`src/common/rv_pkg.sv`:
```
// RV32I pipeline shared widths, opcodes, ALU ops and stage payload structs
package rv_pkg;

  localparam int XLEN       = 32;  // Data and address width
  localparam int NUM_REGS   = 32;
  localparam int REG_ADDR_W = 5;

  typedef logic [XLEN-1:0]       word_t;
  typedef logic [REG_ADDR_W-1:0] reg_idx_t;

  // Major opcodes, inst[6:0]
  localparam logic [6:0] OP_REG    = 7'b0110011;
  localparam logic [6:0] OP_IMM    = 7'b0010011;
  localparam logic [6:0] OP_LOAD   = 7'b0000011;
  localparam logic [6:0] OP_STORE  = 7'b0100011;
  localparam logic [6:0] OP_BRANCH = 7'b1100011;
  localparam logic [6:0] OP_JAL    = 7'b1101111;
  localparam logic [6:0] OP_JALR   = 7'b1100111;
  localparam logic [6:0] OP_SYSTEM = 7'b1110011;  // ecall

  // ecall stops the core only when a7 holds 10
  localparam reg_idx_t HALT_REG  = 5'd17;
  localparam word_t    HALT_CODE = 32'd10;

  typedef enum logic [3:0] {
    ALU_ADD,
    ALU_SUB,
    ALU_AND,
    ALU_OR,
    ALU_XOR,
    ALU_SLT,  // Signed compare
    ALU_SLL,
    ALU_SRL
  } alu_op_e;

  // Decoded control, all zero for a bubble
  typedef struct packed {
    logic    reg_write;
    logic    mem_read;
    logic    mem_write;
    logic    alu_src;    // Second operand is the immediate
    logic    pc_to_reg;  // Link value pc+4 goes to rd
    logic    branch;
    logic    branch_ne;  // bne rather than beq
    logic    is_jal;
    logic    is_jalr;
    logic    is_halt;
    alu_op_e alu_op;
  } ctrl_t;

  // Decode to execute
  typedef struct packed {
    logic     valid;
    ctrl_t    ctrl;
    word_t    pc;
    word_t    rs1_val;
    word_t    rs2_val;
    word_t    imm;
    reg_idx_t rs1;
    reg_idx_t rs2;
    reg_idx_t rd;
  } id_ex_t;

  // Execute to memory
  typedef struct packed {
    logic     valid;
    logic     reg_write;
    logic     mem_read;
    logic     mem_write;
    logic     is_halt;
    word_t    result;      // ALU value, address, or link pc+4
    word_t    store_data;
    reg_idx_t rd;
  } ex_mem_t;

  // Writeback bundle from the MEM/WB register
  typedef struct packed {
    logic     reg_write;
    logic     is_halt;
    reg_idx_t rd;
    word_t    value;
  } wb_t;

  // Instruction memory load port
  typedef struct packed {
    logic  strobe;
    word_t addr;  // Word address
    word_t inst;
  } imem_load_t;

endpackage

```
`src/memory_stage.sv`:
```
// Memory stage with single-cycle data memory, MEM/WB register and halt flag
`timescale 1ns/1ps

module memory_stage import rv_pkg::*; #(
  parameter int DMEM_DEPTH = 64
) (
  input  logic    clk,
  input  logic    reset,
  input  ex_mem_t ex_mem,
  output wb_t     wb,
  output logic    is_halted
);

  localparam int DMEM_AW = $clog2(DMEM_DEPTH);

  word_t dmem [DMEM_DEPTH];  // Word addressed
  word_t load_data;

  assign load_data = dmem[ex_mem.result[DMEM_AW+1:2]];  // Async read

  // Data memory, cleared on reset
  always_ff @(posedge clk) begin
    if (reset) begin
      for (int i = 0; i < DMEM_DEPTH; i++) begin
        dmem[i] <= '0;
      end
    end else if (ex_mem.valid && ex_mem.mem_write) begin
      dmem[ex_mem.result[DMEM_AW+1:2]] <= ex_mem.store_data;
    end
  end

  // MEM/WB, selects load data or result
  always_ff @(posedge clk) begin
    if (reset) begin
      wb <= '0;
    end else begin
      wb.reg_write <= ex_mem.reg_write;
      wb.is_halt   <= ex_mem.is_halt;
      wb.rd        <= ex_mem.rd;
      wb.value     <= ex_mem.mem_read ? load_data : ex_mem.result;
    end
  end

  // Rises as the halting ecall leaves writeback
  always_ff @(posedge clk) begin
    if (reset) begin
      is_halted <= 1'b0;
    end else if (wb.is_halt) begin
      is_halted <= 1'b1;
    end
  end

endmodule

```
`config.mk`:
```
export PLATFORM = sky130hd
export DESIGN_NAME = memory_stage
export DESIGN_NICKNAME = d
export VERILOG_FILES = /design/src/common/rv_pkg.sv /design/src/memory_stage.sv
export SDC_FILE = /design/constraint.sdc
export NUM_CORES = 2
export LEC_CHECK = 0
export BUFFER_PORTS_ARGS = -buffer_cell sky130_fd_sc_hd__buf_2
export CAP_MARGIN = 10
export CORE_UTILIZATION = 60
export CTS_CLUSTER_DIAMETER = 200
export DETAILED_ROUTE_END_ITERATION = 8
export PLACE_DENSITY = 0.76
export SYNTH_ARGS = -nofsm -noshare
export SYNTH_HDL_FRONTEND = slang
export SYNTH_SLANG_ARGS = --single-unit
```
`constraint.sdc`:
```
create_clock -name clk -period 4.5 [get_ports clk]
set_clock_uncertainty 0.15 [all_clocks]
set_input_delay 0.9 -clock clk [delete_from_list [all_inputs] [get_ports clk]]
set_output_delay 0.9 -clock clk [all_outputs]
set_load 0.02 [all_outputs]
```
=== Yosys cells after proc, flatten, opt, wreduce, memory -nomap -nowiden ===
Memory sizes are Yosys's and may differ from the RTL's.
Cells that the tools add are included.
W data, S select, Z words.

* Flip-flop bits (word level): 40
* RAM bits: 2048
* Input bits: 76
* Word-level logic and storage cells: 17
* Memories kept: 1

* Muxes and demuxes: 9
* Reductions and logical operators: 2

{| class="wikitable"
|+ Memory list
! memory !! depth !! bits a word !! read ports !! clocked after memory_dff !! write ports !! RTL line !! source
|-
| dmem || 64 || 32 || 1 || 0 || 64 || memory_stage.sv:16 || <nowiki>word_t dmem [DMEM_DEPTH];</nowiki>
|}

{| class="wikitable"
|+ Operators with widths
! kind !! count
|-
| $mux W32 || 2
|-
| $reduce_or A32 Y1 || 1
|-
| $mux W1 || 6
|-
| $mux W6 || 1
|-
| $logic_and A1 B1 Y1 || 1
|}

=== Depth between registers and ports, before layout ===
* Depth in word-level cells: 6
* Gate-level depth with buffers: 11

=== Worst setup path before layout ===
Ideal clock, no wire load.

* Path kind: input to register
* Start: input ex_mem[39] in the netlist's numbering
* End: memory dmem[3][0] in the netlist's numbering, enable pin
* Library setup time: 0.375 ns
* Arrival: 2.617 ns
* Data required time: 3.975 ns
* Slack: 1.358 ns
* Cell stages on the path: 9
* Buffers on the path: 4
* Path through: buf_6 -> buf_6 -> buf_6 -> buf_6 -> nand2_2 -> nor2_1 -> nand2_1 -> nor2_1 -> or2_2

{| class="wikitable"
|+ RTL lines
! item !! RTL line !! source
|-
| start, declared || memory_stage.sv:9 || <nowiki>input ex_mem_t ex_mem,</nowiki>
|-
| end, declared || memory_stage.sv:16 ||
|}

=== Worst setup path after layout ===
* Start: input ex_mem[39] in the netlist's numbering
* End: register wb[29] in the netlist's numbering

* Longest elaborated chain between the ends: 2

{| class="wikitable"
|+ RTL lines
! item !! RTL line !! source
|-
| $mem_v2 Z64 W32 || n/a ||
|-
| $mux W32 || memory_stage.sv:40 || <nowiki>wb.value <= ex_mem.mem_read ? load_data : ex_mem.result;</nowiki>
|-
| end, declared || memory_stage.sv:10 || <nowiki>output wb_t wb,</nowiki>
|}

No other way between the ends.
A chain may end at the register's enable or synchronous reset.

==> results.py <==
metrics = {
    "sta": {
        "final.setup.worst_slack_ps": 209,
        "fin_crit_sh_pct": 95.4,
        "hold_viol": 0,
        "max_freq_mhz": 233,
        "maxSlewViolCount": 0,
        "finalSetupViolCount": 0,
        "tns_ps": 0,
        "slew_headroom_pct": 3.00,
        "rsz0062_at_grt": "false",
        "tightestPinTransition_ps": 1460,
        "min_period_ps": 4290,
    },
    "die": {
        "die_area_mm2": 0.160,
        "dieHeight_um": 400,
        "initial_utilization_pct": 60.7,
        "die-width_um": 400,
        "ios": 116,
        "rows": 145,
        "core-area_mm2": 0.157,
    },
    "route": {
        "drcViolationCount": 0,
        "firstDrtPassIters": 9,
        "avgRoutedWirePerCell_um": 37.8,
        "dr_total_vias": 64000,
        "viasPerCell": 7.03,
        "routed_wl_mm": 344,
        "drt_iter0_markers": 12300,
        "ant_nets": 0,
    },
    "synth": {
        "synth_edf_count": 2048,
        "synth_seq_cells": 2088,
        "async_reset_ff_share_pct": 0,
        "syn_inst": 6809,
        "synthFlopType": "edfxtp_1",
        "ys_seq_area_share_pct": 65.5,
        "yosysWarningCount": 0,
        "syn_avg_cell_area_um2": 14.0,
        "ys_types": 75,
        "synth_area_mm2": 0.0952,
        "syn_nets": 6885,
    },
    "critical_path": {
        "critPathMaxFanout": 41,
        "cp_data_required_time_ps": 5040,
        "worst_ep_arrival_time_ps": 4830,
        "critPathKind": "primary input to flop",
        "crit_path_end_kind": "flop",
        "crit_path_start_kind": "primary input",
    },
    "power_and_ir_drop": {
        "swShare_pct": 24.9,
        "p_int_mw": 32.6,
        "p_clk_share_pct": 38.5,
        "comb_power_share_pct": 9.4,
        "p_switching_mw": 10.8,
        "power_frac_seq_pct": 52.1,
        "power.density_mw_per_mm2": 409,
        "irDropWorstVdd_mv": 0.418,
        "cellLeakagePower_nw": 37.8,
    },
    "flow_run": {
        "drv_cap": 0,
    },
    "global_route": {
        "grtUsageTotal_pct": 42.5,
        "grt_pass1_wl_mm": 474,
        "antenna_found_initial": 37,
        "grt_pass1_vias": 60200,
        "grt-ovfl-total": 0,
        "grt_max_degree": 105,
    },
    "min_path": {
        "hp-class": "primary input to flop",
    },
    "run_status": {
        "outcome": "completed",
    },
    "clocking": {
        "h-tree-depth": 4,
        "cts_tree": "built",
        "cts.sinks": 2088,
        "postCtsSetupBuffers": 0,
        "hold_buffers": 0,
        "cts_buffers": 206,
        "clk_latency_ps": 890,
        "clkSlewWorstSetupHoldPaths_ps": 60,
        "clockRootBuffer": "clkbuf_16",
        "cts.path.max_buffers": 3,
        "ctsResizeCount": 0,
    },
    "placement": {
        "io_buffers": 115,
        "pre_cts_ws_ps": -335,
        "place.gp.congestion": 1.00,
        "hpwl_mm": 212,
    },
    "finish": {
        "drive_gt1_share_pct": 18.6,
        "areaGrowthSynthToFinish_pct": 11.6,
        "multiInputGateArea_mm2": 0.0298,
        "fillers": 10700,
        "seq_area_mm2": 0.0623,
        "layout.nets": 6944,
    },
}
==> sequential cells by signal, indices dropped and copies added, names as in the netlist <==
signal and flops:
is_halted 1, wb 39, dmem 2048
==> worst paths after layout <==
kind	from	end	slack, ps	cells past startpoint
worst max-delay path	ex_mem[39]	wb[29]	210	9
worst min-delay path	ex_mem[3]	wb[35]	60	2
worst max register to register	dmem[24][2]	wb[2]	900	6
worst min register to register	wb[37]	is_halted	310	2
==> worst max-delay path, stage by stage <==
cell and delay (ps):
buf_8 430, buf_12 340, mux4_2 550, mux2i_1 630
buf_4 230, o221ai_1 100, a211o_1 260, nor3_1 1000
a311oi_1 180
==> per-layer routing <==
layer | global-route usage (%) | vias to the layer above | wire [um]
met2 | 60.5 | 5995 | 145000
met5 | 0 | - | 343
li1 | - | 25100 | -
met3 | 16.4 | 1192 | 60400
met1 | 55.7 | 31800 | 113000
met4 | 24.7 | 38 | 25200
==> power by group through the flow <==
stage / combinational [mW] / sequential [mW] / clock [mW]
finish: 4.06 / 22.6 / 16.7
global route: 4.01 / 22.7 / 17.4
detailed placement: 3.82 / 23.0 / 0
CTS: 3.84 / 22.6 / 16.7
floorplan: 1.89 / 22.9 / 0
global placement: 3.79 / 23.0 / 0
==> kinds of logic (layout without fill, tap and decap cells) <==
logic type	after synthesis	count (layout)	synth area share, %
and+or+nand+nor	2536	2536	15.9
AOI/OAI and AO/OA	894	894	6.85
buffers and inverters	720	949	3.47
other	0	13	0
DFF	2088	2088	65.5
muxes	571	571	8.36
==> cell type report <==
class / instances / share of cell area [%]
clock buffer: 283 / 5.21
antenna: 13 / 0.0306
sequential: 2088 / 58.7
inverter: 4 / 0.0212
timing repair buffer: 567 / 4.71
clock inverter: 95 / 0.851
multi-input combinational: 4001 / 28.1
tap: 2058 / 2.43
==> synth_stat cells (18+ instances only) <==
master | n | area, um^2
mux2i_1 | 263 | 2630
a311oi_1 | 22 | 193
o21ai_0 | 106 | 531
a21oi_1 | 136 | 681
nand3_1 | 29 | 145
buf_6 | 18 | 203
edfxtp_1 | 2048 | 61500
o221ai_1 | 22 | 193
buf_2 | 111 | 556
or2_2 | 70 | 438
dfxtp_1 | 40 | 801
o2bb2ai_1 | 24 | 210
nor2_1 | 203 | 762
o22ai_1 | 98 | 613
buf_4 | 75 | 563
a221oi_1 | 181 | 1590
clkbuf_1 | 438 | 1640
mux2_2 | 142 | 1600
a22oi_1 | 128 | 961
clkbuf_2 | 24 | 120
mux4_2 | 164 | 3690
nand2_1 | 108 | 405
and2_1 | 2055 | 12900
buf_1 | 49 | 184
a22o_1 | 31 | 272
a221o_1 | 27 | 270
==> layout by cell type, fill, tap and decap left out, drive strengths merged, types with 110 or more instances in the layout <==
cell type / synthesis / layout
nor2: 209 / 209
a21oi: 136 / 136
a22oi: 128 / 128
mux2: 144 / 144
and2: 2056 / 2056
edfxtp: 2048 / 2048
buf: 254 / 567
mux4: 164 / 164
a221oi: 181 / 181
mux2i: 263 / 263
clkbuf: 462 / 283
nand2: 110 / 110
==> metrics by stage <==
| step | total power [mW] | util, % | instances | hold slack [ps] | cell area (um^2) |
|---|---|---|---|---|---|
| floorplan | 24.8 | - | 6809 | 391 | 95200 |
| global placement | 26.8 | 63.6 | 8716 | 290 | 99700 |
| detailed placement | 26.8 | 63.6 | 8716 | 300 | 99700 |
| CTS | 43.1 | 67.7 | 9094 | 52.8 | 106000 |
| global route | 44.1 | 67.7 | 9096 | 79.7 | 106000 |
| finish | 43.4 | 67.7 | 9109 | 64.3 | 106000 |
Power figures use the tool's default switching activity.
